### src/source/profiler_pkg.sv
// core profiler shared definitions

package profiler_pkg;

    //////////////////////////////////////////////////
    // sizes
    //////////////////////////////////////////////////

    // profiled cores, kept a power of two so the average is a shift
    localparam int CORES = 4;
    localparam int CORE_BITS = $clog2(CORES);

    // activity counter and average width
    localparam int COUNT_W = 16;

    // reset hold length, soft reset outlasts its sources by HOLD_CYCLES-1
    localparam int HOLD_CYCLES = 8;

    //////////////////////////////////////////////////
    // vector types
    //////////////////////////////////////////////////

    // one bit per core
    typedef logic [CORES-1:0] core_mask_t;

    // single counter or average value
    typedef logic [COUNT_W-1:0] count_t;

    // one counter summed over all cores
    typedef logic [COUNT_W+CORE_BITS-1:0] sum_t;

    // reset hold down-counter
    typedef logic [$clog2(HOLD_CYCLES)-1:0] hold_t;

endpackage
### src/source/core_profiler.sv
// multi-core activity profiler
// top level

`timescale 1ns/1ps

module core_profiler (
    input  clk,
    input  reset,
    input  wdreset,
    input  bus_err,
    input  profiler_pkg::core_mask_t bus_sel,
    input  profiler_pkg::core_mask_t fetch_sel,
    input  profiler_pkg::core_mask_t halt,
    output logic soft_reset,
    output logic all_halted,
    output logic avg_valid,
    output profiler_pkg::count_t bus_time_avg,
    output profiler_pkg::count_t bus_req_avg,
    output profiler_pkg::count_t fetch_time_avg,
    output profiler_pkg::count_t work_time_avg
);
    import profiler_pkg::*;

    // sampler to counters
    core_mask_t bus_cyc;
    core_mask_t req_edge;
    core_mask_t fetch_cyc;
    core_mask_t work_cyc;

    // counters to averaging
    count_t [CORES-1:0] bus_counts;
    count_t [CORES-1:0] req_counts;
    count_t [CORES-1:0] fetch_counts;
    count_t [CORES-1:0] work_counts;
    logic               snapshot;

    // merged and stretched reset, drives every later stage
    reset_hold u_reset_hold (
        .clk        (clk),
        .reset      (reset),
        .wdreset    (wdreset),
        .bus_err    (bus_err),
        .soft_reset (soft_reset)
    );

    activity_sampler u_sampler (
        .clk        (clk),
        .reset      (soft_reset),
        .bus_sel    (bus_sel),
        .fetch_sel  (fetch_sel),
        .halt       (halt),
        .bus_cyc    (bus_cyc),
        .req_edge   (req_edge),
        .fetch_cyc  (fetch_cyc),
        .work_cyc   (work_cyc),
        .halted_all (all_halted)
    );

    activity_counters u_counters (
        .clk          (clk),
        .reset        (soft_reset),
        .bus_cyc      (bus_cyc),
        .req_edge     (req_edge),
        .fetch_cyc    (fetch_cyc),
        .work_cyc     (work_cyc),
        .halted_all   (all_halted),
        .bus_counts   (bus_counts),
        .req_counts   (req_counts),
        .fetch_counts (fetch_counts),
        .work_counts  (work_counts),
        .snapshot     (snapshot)
    );

    average_unit u_average (
        .clk            (clk),
        .reset          (soft_reset),
        .snapshot       (snapshot),
        .bus_counts     (bus_counts),
        .req_counts     (req_counts),
        .fetch_counts   (fetch_counts),
        .work_counts    (work_counts),
        .bus_time_avg   (bus_time_avg),
        .bus_req_avg    (bus_req_avg),
        .fetch_time_avg (fetch_time_avg),
        .work_time_avg  (work_time_avg),
        .avg_valid      (avg_valid)
    );

endmodule

### src/source/average_unit.sv
// cross-core averaging of the activity counters

`timescale 1ns/1ps

module average_unit (
    input  clk,
    input  reset,
    input  snapshot,
    input  profiler_pkg::count_t [profiler_pkg::CORES-1:0] bus_counts,
    input  profiler_pkg::count_t [profiler_pkg::CORES-1:0] req_counts,
    input  profiler_pkg::count_t [profiler_pkg::CORES-1:0] fetch_counts,
    input  profiler_pkg::count_t [profiler_pkg::CORES-1:0] work_counts,
    output profiler_pkg::count_t bus_time_avg,
    output profiler_pkg::count_t bus_req_avg,
    output profiler_pkg::count_t fetch_time_avg,
    output profiler_pkg::count_t work_time_avg,
    output logic avg_valid
);
    import profiler_pkg::*;

    sum_t bus_sum;
    sum_t req_sum;
    sum_t fetch_sum;
    sum_t work_sum;

    // full-width sum so nothing is lost before the shift
    function automatic sum_t sum_counts(input count_t [CORES-1:0] counts);
        sum_t acc;
        acc = '0;
        for (int k = 0; k < CORES; k++) begin
            acc = acc + sum_t'(counts[k]);
        end
        return acc;
    endfunction

    assign bus_sum   = sum_counts(bus_counts);
    assign req_sum   = sum_counts(req_counts);
    assign fetch_sum = sum_counts(fetch_counts);
    assign work_sum  = sum_counts(work_counts);

    //////////////////////////////////////////////////
    // floor average, upper COUNT_W bits of each sum
    //////////////////////////////////////////////////

    always_ff @(posedge clk) begin
        if (reset) begin
            bus_time_avg   <= '0;
            bus_req_avg    <= '0;
            fetch_time_avg <= '0;
            work_time_avg  <= '0;
            avg_valid      <= 1'b0;
        end
        else begin
            avg_valid <= snapshot;
            // held until the next snapshot
            if (snapshot) begin
                bus_time_avg   <= bus_sum[CORE_BITS +: COUNT_W];
                bus_req_avg    <= req_sum[CORE_BITS +: COUNT_W];
                fetch_time_avg <= fetch_sum[CORE_BITS +: COUNT_W];
                work_time_avg  <= work_sum[CORE_BITS +: COUNT_W];
            end
        end
    end

endmodule

### src/source/activity_counters.sv
// per-core activity counters

`timescale 1ns/1ps

module activity_counters (
    input  clk,
    input  reset,
    input  profiler_pkg::core_mask_t bus_cyc,
    input  profiler_pkg::core_mask_t req_edge,
    input  profiler_pkg::core_mask_t fetch_cyc,
    input  profiler_pkg::core_mask_t work_cyc,
    input  halted_all,
    output profiler_pkg::count_t [profiler_pkg::CORES-1:0] bus_counts,
    output profiler_pkg::count_t [profiler_pkg::CORES-1:0] req_counts,
    output profiler_pkg::count_t [profiler_pkg::CORES-1:0] fetch_counts,
    output profiler_pkg::count_t [profiler_pkg::CORES-1:0] work_counts,
    output logic snapshot
);
    import profiler_pkg::*;

    // halted_all one cycle back
    logic halted_d;

    //////////////////////////////////////////////////
    // counters, four per core
    //////////////////////////////////////////////////

    for (genvar i = 0; i < CORES; i++) begin : g_core
        count_t bus_q;
        count_t req_q;
        count_t fetch_q;
        count_t work_q;

        // each counter steps on its own strobe bit, wraps at COUNT_W
        always_ff @(posedge clk) begin
            if (reset) begin
                bus_q   <= '0;
                req_q   <= '0;
                fetch_q <= '0;
                work_q  <= '0;
            end
            else begin
                if (bus_cyc[i]) begin
                    bus_q <= bus_q + 1'b1;
                end
                if (req_edge[i]) begin
                    req_q <= req_q + 1'b1;
                end
                if (fetch_cyc[i]) begin
                    fetch_q <= fetch_q + 1'b1;
                end
                if (work_cyc[i]) begin
                    work_q <= work_q + 1'b1;
                end
            end
        end

        assign bus_counts[i]   = bus_q;
        assign req_counts[i]   = req_q;
        assign fetch_counts[i] = fetch_q;
        assign work_counts[i]  = work_q;
    end

    //////////////////////////////////////////////////
    // snapshot on the all-halted rising edge
    //////////////////////////////////////////////////

    always_ff @(posedge clk) begin
        if (reset) begin
            halted_d <= 1'b0;
            snapshot <= 1'b0;
        end
        else begin
            halted_d <= halted_all;
            // counts of the halting cycle land on this same edge
            snapshot <= halted_all & ~halted_d;
        end
    end

endmodule

### src/source/activity_sampler.sv
// per-core activity sampler

`timescale 1ns/1ps

module activity_sampler (
    input  clk,
    input  reset,
    input  profiler_pkg::core_mask_t bus_sel,
    input  profiler_pkg::core_mask_t fetch_sel,
    input  profiler_pkg::core_mask_t halt,
    output profiler_pkg::core_mask_t bus_cyc,
    output profiler_pkg::core_mask_t req_edge,
    output profiler_pkg::core_mask_t fetch_cyc,
    output profiler_pkg::core_mask_t work_cyc,
    output logic halted_all
);
    import profiler_pkg::*;

    // bus select of the previous cycle, for request edges
    core_mask_t bus_prev;
    core_mask_t idle;

    // no bus, no fetch and not halted
    assign idle = ~(bus_sel | fetch_sel | halt);

    //////////////////////////////////////////////////
    // one cycle of latency for every class
    //////////////////////////////////////////////////

    always_ff @(posedge clk) begin
        if (reset) begin
            bus_prev   <= '0;
            bus_cyc    <= '0;
            req_edge   <= '0;
            fetch_cyc  <= '0;
            work_cyc   <= '0;
            halted_all <= 1'b0;
        end
        else begin
            bus_prev  <= bus_sel;
            bus_cyc   <= bus_sel;
            // new request, select just went high
            req_edge  <= bus_sel & ~bus_prev;
            fetch_cyc <= fetch_sel;
            work_cyc  <= idle;
            // level, all cores halted in this cycle
            halted_all <= &halt;
        end
    end

endmodule

### src/source/reset_hold.sv
// soft reset stretcher

`timescale 1ns/1ps

module reset_hold (
    input  clk,
    input  reset,
    input  wdreset,
    input  bus_err,
    output logic soft_reset
);
    import profiler_pkg::*;

    hold_t hold;
    logic  reload;

    // any source restarts the hold window
    assign reload = reset | wdreset | bus_err;

    always_ff @(posedge clk) begin
        if (reload) begin
            hold <= hold_t'(HOLD_CYCLES - 1);
        end
        else if (hold != '0) begin
            hold <= hold - 1'b1;
        end
    end

    // high for the whole count down
    assign soft_reset = (hold != '0);

endmodule

### config.mk
export PLATFORM = sky130hd
export DESIGN_NAME = core_profiler
export DESIGN_NICKNAME = d
export VERILOG_FILES = /design/src/source/profiler_pkg.sv /design/src/source/core_profiler.sv /design/src/source/average_unit.sv /design/src/source/activity_counters.sv /design/src/source/activity_sampler.sv /design/src/source/reset_hold.sv
export SDC_FILE = /design/constraint.sdc
export NUM_CORES = 1
export LEC_CHECK = 0
export ABC_CLOCK_PERIOD_IN_PS = 4700
export BUFFER_PORTS_ARGS = -buffer_cell sky130_fd_sc_hd__buf_2
export CAP_MARGIN = 20
export CORE_ASPECT_RATIO = 0.5
export CORE_UTILIZATION = 63
export DETAILED_ROUTE_END_ITERATION = 6
export PLACE_DENSITY = 0.92
export SLEW_MARGIN = 20
export SYNTH_ARGS = -nofsm -noshare
export SYNTH_HDL_FRONTEND = slang
export SYNTH_HIERARCHICAL = 1
export SYNTH_SLANG_ARGS = --single-unit
### constraint.sdc
create_clock -name clk -period 4.7 [get_ports clk]
set_input_delay 0.94 -clock clk [delete_from_list [all_inputs] [get_ports clk]]
set_output_delay 0.94 -clock clk [all_outputs]
set_load 0.005 [all_outputs]
# Word-level counts from Yosys, hierarchy flattened
# Index checks and enable logic that the tools add are counted.
[classes] n_addsub=29 bitwise_logic=9 n_reduce_logical=2
[ops] op="$add A16 B1 Y16 const B" n=16
[ops] op="$add A18 B16 Y18" n=8
[ops] op="$add A16 B16 Y17" n=4
[ops] op="$not A4 Y4" n=2
[ops] op="$or A4 B4 Y4" n=2
[ops] op="$and A4 B4 Y4" n=1
[ops] op="$reduce_and A4 Y1" n=1
[ops] op="$reduce_bool A3 Y1" n=1
[ops] op="$sub A3 B1 Y3 const B" n=1
[ops] op="$or A1 B1 Y1" n=2
[ops] op="$and A1 B1 Y1" n=1
[ops] op="$not A1 Y1" n=1
[totals] register_bits=343 input_bits=16 word_cells=69

# Logic depth before layout (Yosys ltp)
# Gate-level depths: netlist of the first run.
[logic_depth] depth_word=3 ltp_mapped=18

# Modules after synthesis
# Netlist of the first run, hierarchy kept.
[modules_own_cells] mod="activity_counters" n_inst=1 cells_per_inst=1298 area_each_um2=11255.8 seq_area_each_um2=5165.0
[modules_own_cells] mod="average_unit" n_inst=1 cells_per_inst=872 area_each_um2=8105.3 seq_area_each_um2=1301.2
[modules_own_cells] mod="activity_sampler" n_inst=1 cells_per_inst=36 area_each_um2=470.5 seq_area_each_um2=340.3
[modules_own_cells] mod="reset_hold" n_inst=1 cells_per_inst=18 area_each_um2=165.2 seq_area_each_um2=60.1

# Worst setup path before layout of the first run
# OpenSTA, ideal clock, no wires.
[synth_timing] path_kind="reg-to-reg" startpoint="register u_counters.g_core[0].req_q[0]" endpoint="register u_average.bus_req_avg[14]" setup_time_ns=0.130 arrival_ns=3.775 required_ns=4.570 slack_ns=0.795 path_stages_with_launch=19 path_buffers=1 synth_period_minus_slack_ns=3.905 cell_sequence="dfxtp_1 > ha_1 > inv_1 > fa_1 > nand2b_1 > a211oi_1 > o21bai_1 > a21oi_1 > nor2_1 > o211ai_1 > fa_1 > ha_1 > clkbuf_1 > and3_1 > and2_1 > a221oi_1 > o21ai_0 > nand2_1 > o211ai_1"
[synth_between] elab_chain_len=3
[synth_rtl] item="from (decl)" line_no="activity_counters.sv:30" text="count_t req_q;"
[synth_rtl] item="from (signal assigned)" line_no="activity_counters.sv:47" text="req_q <= req_q + 1'b1;"
[synth_rtl] item="$add A16 B16 Y17" line_no="average_unit.sv:31" text="acc = acc + sum_t'(counts[k]);"
[synth_rtl] item="$add A18 B16 Y18 (2 in series)" line_no="average_unit.sv:31"
[synth_rtl] item="to (signal assigned)" line_no="average_unit.sv:58" text="bus_req_avg <= req_sum[CORE_BITS +: COUNT_W];"
[synth_rtl] item="to (decl)" line_no="average_unit.sv:14" text="output profiler_pkg::count_t bus_req_avg,"
# Every way passes these cells.
# A chain may end at the register's enable or synchronous reset.

# Final worst setup path of the first run
# Same ends and word-level chain as after synthesis.

==> out/results.ini, run 1 <==
[logic_synthesis]
yosysTopAreaCellShare=0.3434
avgSynthCellArea_um2=8.991
synth_edf_count=0
yosys-mux-area-fraction=0.01852
synth_xor_area_frac=0.09767
ys_seq_area_frac=0.3434
synth_fa_ha_area_frac=0.1726
synth-simple-area-share=0.2256
synth_top_family_by_area=simple AND/OR/NAND/NOR gates
ys_warn_count=6
synth_area_leaders=dfxtp_1, fa_1, xnor2_1, ha_1, nor2_1
synth_top_area_cell=dfxtp_1
syn_area_um2=20000
synth_seq_cells=343
synth_compound_area_frac=0.1111
ys.flop_type=dfxtp_1
async_flop_share=0
syn_nets=2448
synthCells=2224
synthDistinctLibCells=75

[floorplanning]
fp.dieW_um=254.0
rows=45
die_y_um=128.0
initial_core_util=0.6505
core_area_um2=30740
dieArea_um2=32500
io_pins=83

[timing]
finalCritPeriodShare=0.9525
fin_skew_ps=12.44
hold_slack_ps=408.2
setup_violations=0
hold_viol_final=0
tightest_slew_ps=860.6
setup_ws_ps=223.2
drv_slew=0
fin_tns_setup_ps=0
period_minus_slack_ps=4477
relSlewSlack=0.4227
fmax_mhz=223.4

[route]
via_per_inst=6.292
wl_per_cell_um=18.59
final_antenna_net_count=0
drc_errors=0
via_count=17160
first_iter_violations=1625
wirelength_mm=50.68
drt_first_pass_iters=6

[finish]
most-common-layout-cells=dfxtp_1, nor2_1, nand2_1, xnor2_1, a21oi_1
layout_commonest_cell=dfxtp_1
utilization=0.7099
antennaDiodeCount=0
nNetsFinal=2504
drive_above_1_share=0.08160
area_delta_synth_final_pct=9.142

[global_routing]
grt_pass1_vias=16200
grt_pass1_wl_mm=80.94
grt_max_degree=128
track_usage=0.3086
antenna_found_initial=0
overflow=0

[cts]
cts-htree-levels=1
clock-root-buffer=clkbuf_16
postCtsSetupRepairBufs=0
clkSinkCount=343
clk_pin_slew_worst_paths_ps=70
cts_made_buffers=31
cts_tree=yes
clk_latency_ps=590
clk_path_buf_depth=3

[setup_path]
worstPathCellList=ha_1 > inv_1 > fa_1 > nand2b_1 > a211oi_2 > o21bai_1 > a21oi_1 > nor2_1 > o211ai_1 > fa_1 > ha_1 > and3_1 > and2_1 > a221oi_1 > o21ai_0 > nand2_1 > o211ai_1
path_buf_inv=1
cp.arrival_ps=4940
crit_family=compound AO/OA/AOI/OAI gates
path_class=flip-flop to flip-flop
slowest_stage=fa_1
critPathRequiredTime_ps=5160
endpoint_kind=flip-flop
slowest_delay_ps=450
cp-start-kind=flip-flop
cp_max_fo=7

[place]
dp_hpwl_mm=35.51
place_ws_ps=283.8
io_buffers=82
place.gp.congestion=0.9272

[outcome]
status=completed

[worst_hold_path]
hold_class=flip-flop to flip-flop

[job]
maxCapViolations=0

[pwr]
power.leakage_nw=8.069
cellPowerDensity_nw_per_um2=259.7
ir_drop_v=0.0002728
p_total_mw=5.669

==> state kept, by name, summed over array words and instances (netlist names) <==
register,count
u_reset_hold/hold,3
u_sampler/bus_prev,4
u_counters/g_core.work_q,64
u_counters/g_core.req_q,64
u_sampler/fetch_cyc,4
u_counters/halted_d,1
u_average/fetch_time_avg,16
u_sampler/halted_all,1
u_counters/g_core.fetch_q,64
u_average/bus_req_avg,16
u_sampler/work_cyc,4
u_counters/snapshot,1
u_average/work_time_avg,16
u_sampler/req_edge,4
u_counters/g_core.bus_q,64
u_average/avg_valid,1
u_average/bus_time_avg,16
==> final cells by class <==
| cell class | count | area (um^2) |
|---|---|---|
| inverters | 87 | 326.6 |
| repair buffers | 91 | 490.5 |
| clock buffers | 38 | 832.0 |
| flip-flops and latches | 343 | 6868 |
| multi-input cells | 1726 | 12520 |
| well taps | 423 | 529.3 |
| clock inverters | 19 | 257.7 |
| fillers | 2072 | 8917 |
==> power by group <==
part           internal [mW]  switching [mW]
combinational        0.00688         0.00840
clock                   1.59            1.16
sequential              2.91        0.000274
==> path summary, 6_finish.rpt <==
| path | start | to | slack (ps) | depth (start not counted) |
|---|---|---|---|---|
| worst max-delay path | u_counters/g_core[0].req_q[0] | u_average/bus_req_avg[14] | 220 | 17 |
| worst min-delay path | u_counters/halted_d | u_counters/snapshot | 410 | 1 |
| worst max register to register | u_counters/g_core[0].req_q[0] | u_average/bus_req_avg[14] | 220 | 17 |
| worst min register to register | u_counters/halted_d | u_counters/snapshot | 410 | 1 |
==> what timing repair did <==
item	CTS	global route
hold buffers	0	0
gates resized for setup	0	3
endpoints found under the setup margin	0	4
==> stage by stage <==
stage	std cells	area [um^2]
final	2727	21820
after global routing	2727	21820
after CTS	2727	21810
after detailed placement	2670	20720
after global placement	2670	20720
after floorplan	2224	20000
==> cell families (layout without fill, tap and decap cells) <==
family,after synthesis,in the layout
flip-flops,343,343
XOR/XNOR,223,223
AO/OA/AOI/OAI,355,355
multiplexers,36,36
buffers and inverters,155,235
adder cells (fa/ha/maj),208,208
AND/OR/NAND/NOR,904,904
==> worst register-to-register path, stage by stage, from the launching register on <==
cell and delay, ps:
dfxtp_1 440, ha_1 210, inv_1 60, fa_1 410
nand2b_1 200, a211oi_2 290, o21bai_1 150, a21oi_1 280
nor2_1 120, o211ai_1 240, fa_1 450, ha_1 400
and3_1 240, and2_1 170, a221oi_1 290, o21ai_0 220
nand2_1 110, o211ai_1 80
==> Yosys cell counts (43+ instances only) <==
master / n
inv_1: 86
xnor2_1: 145
ha_1: 95
nand3_1: 78
a21oi_1: 124
xor2_1: 78
o21ai_0: 81
clkbuf_1: 52
nand4_1: 79
dfxtp_1: 343
or3_1: 43
nor3_1: 68
nand2_1: 145
nor4_1: 53
fa_1: 113
nor2_1: 300
==> per-layer routing <==
layer | routed length [um] | part of all wire | vias up | track usage
li1 | - | - | 7950 | -
met1 | 21240 | 0.42 | 8230 | 0.4092
met2 | 23320 | 0.46 | 824 | 0.5098
met3 | 4279 | 0.084 | 155 | 0.05178
met4 | 1847 | 0.036 | 0 | 0.1137
met5 | 0 | 0 | - | 0
No activity file was read; power rests on OpenSTA's default activity.
==> run 2, diff against run 1 <==
--- a/config.mk
+++ b/config.mk
@@ -11,7 +11,9 @@
 export CORE_ASPECT_RATIO = 0.5
 export CORE_UTILIZATION = 63
 export DETAILED_ROUTE_END_ITERATION = 6
+export GPL_TIMING_DRIVEN = 1
 export PLACE_DENSITY = 0.92
+export RECOVER_POWER = 100
 export SLEW_MARGIN = 20
 export SYNTH_ARGS = -nofsm -noshare
 export SYNTH_HDL_FRONTEND = slang
==> out/results.ini, run 2 (synthesis gave the netlist of run 1 again) <==
[outcome]
status=finished, violations left
violations=max-capacitance violations, max-slew violations

[setup_path]
worstPathCellList=ha_1 > inv_1 > fa_1 > nand2b_1 > a211oi_2 > o21bai_1 > a21oi_1 > nor2_1 > o211ai_1 > fa_1 > ha_1 > and3_1 > and2_1 > a221oi_1 > o21ai_0 > nand2_1 > o211ai_1
cp.arrival_ps=4940  ; about the same
reg2regPathDepth=17  ; unchanged
endpoint_kind=flip-flop
slowest_stage=fa_1
slowest_delay_ps=450  ; about the same
path_buf_inv=1  ; unchanged
path_class=flip-flop to flip-flop
cp-start-kind=flip-flop
crit_family=compound AO/OA/AOI/OAI gates
cp_max_fo=7  ; unchanged
path_depth=17  ; unchanged
critPathRequiredTime_ps=5160  ; about the same

[timing]
hold_viol_final=0  ; unchanged
fmax_mhz=223.4  ; about the same
fin_skew_ps=9.106  ; -3.336 ps
hold_slack_ps=406.3  ; -1.865 ps
period_minus_slack_ps=4476  ; -0.8570 ps
setup_violations=0  ; unchanged
tightest_slew_ps=2909  ; +2048 ps
relSlewSlack=-0.9393  ; -1.362
finalCritPeriodShare=0.9523  ; about the same
drv_slew=281  ; +281
setup_ws_ps=224.1  ; +0.8570 ps

[finish]
drive_above_1_share=0.06076  ; -0.02083
most-common-layout-cells=dfxtp_1, nor2_1, nand2_1, xnor2_1, a21oi_1
antennaDiodeCount=0  ; unchanged
nNetsFinal=2504  ; unchanged
finalNonFillerCells=2727  ; unchanged
area_delta_synth_final_pct=8.660
layout_commonest_cell=dfxtp_1
fillerInstances=2112  ; +1.9%

[route]
drt_first_pass_iters=6  ; unchanged
wl_per_cell_um=18.56  ; -0.15%
via_count=17120  ; -0.20%
final_antenna_net_count=0  ; unchanged
via_per_inst=6.279  ; -0.20%
wirelength_mm=50.61  ; -0.15%
first_iter_violations=1619  ; -0.37%
drc_errors=0  ; unchanged

[cts]
cts_made_buffers=31  ; unchanged
clkSinkCount=343  ; unchanged
clk_pin_slew_worst_paths_ps=70  ; about the same
cts-htree-levels=1  ; unchanged
postCtsSetupRepairBufs=0  ; unchanged
clock-root-buffer=clkbuf_16
cts_tree=yes
clk_path_buf_depth=3  ; unchanged
clk_latency_ps=590  ; about the same

[pwr]
ir_drop_v=0.0002719  ; -0.33%
power.leakage_nw=7.865  ; -2.5%
cellPowerDensity_nw_per_um2=261.1  ; +0.52%

[place]
place_ws_ps=283.8  ; unchanged
dp_hpwl_mm=35.51  ; unchanged
io_buffers=82  ; unchanged
place_inst=2670  ; unchanged
place.gp.congestion=0.9272  ; unchanged

[job]
maxCapViolations=4  ; +4

[global_routing]
track_usage=0.3086  ; unchanged
grt_max_degree=128  ; unchanged
grt_pass1_vias=16200  ; unchanged
grt_pass1_wl_mm=80.94  ; unchanged
overflow=0  ; unchanged
antenna_found_initial=0  ; unchanged

[floorplanning]
die_y_um=128.0  ; unchanged
dieArea_um2=32500  ; unchanged
rows=45  ; unchanged
core_area_um2=30740  ; unchanged
initial_core_util=0.6505  ; unchanged
io_pins=83  ; unchanged
fp.dieW_um=254.0  ; unchanged

[worst_hold_path]
min_path_cells=1  ; unchanged
hold_class=flip-flop to flip-flop

## run 2: cell count changes in the layout (fill, tap and decap cells not counted), moves of 2 or more
cell	change
buf_4	-4
nor4_2	-2
buf_2	-41
nor4_1	+2
clkbuf_1	+45
## run 2: path summary, 6_finish.rpt
| kind | startpoint | end | slack (ps) |
|---|---|---|---|
| setup / recovery | u_counters/g_core[0].req_q[0] | u_average/bus_req_avg[14] | 220 |
| hold / removal | u_counters/halted_d | u_counters/snapshot | 410 |
| setup reg to reg | u_counters/g_core[0].req_q[0] | u_average/bus_req_avg[14] | 220 |
| hold reg to reg | u_counters/halted_d | u_counters/snapshot | 410 |
## run 2: cell type report
type                       count  area [um^2]  share of cell area
multi-input combinational   1726        12510              0.5755
sequential                   343         6868              0.3161
clock buffer                  38        832.0             0.03829
tap                          423        529.3             0.02436
timing repair buffer          91        409.1             0.01883
inverter                      87        326.6             0.01503
clock inverter                19        257.7             0.01186
## run 2: timing repair
action                                  4_1_cts  5_1_grt
endpoints found under the hold margin         0        0
endpoints found under the setup margin        0        4
hold buffers                                  0        0
resized for setup                             0        3
## run 2: stage by stage
stage	setup TNS [ps]	area, um^2	util	power [mW]
6_report	0	21730	0.7068	5.673
5_1_grt	-20.33	21730	0.7068	5.808
4_1_cts	0	21810	0.7096	5.693
3_5_place_dp	0	20720	0.6741	2.987
3_3_place_gp	0	20720	0.6741	2.987
2_1_floorplan	0	20000	-	2.975
## run 2: power by group
group          internal [mW]  switching, mW
combinational        0.00650        0.00832
clock                   1.59           1.17
sequential              2.91       0.000274
## run 2: routing by layer
metal / up-vias / track usage / part of all wire
met1: 8158 / 0.4092 / 0.42
met4: 0 / 0.1137 / 0.036
met2: 860 / 0.5098 / 0.46
li1: 7953 / - / -
met3: 153 / 0.05178 / 0.082
met5: - / 0 / 0
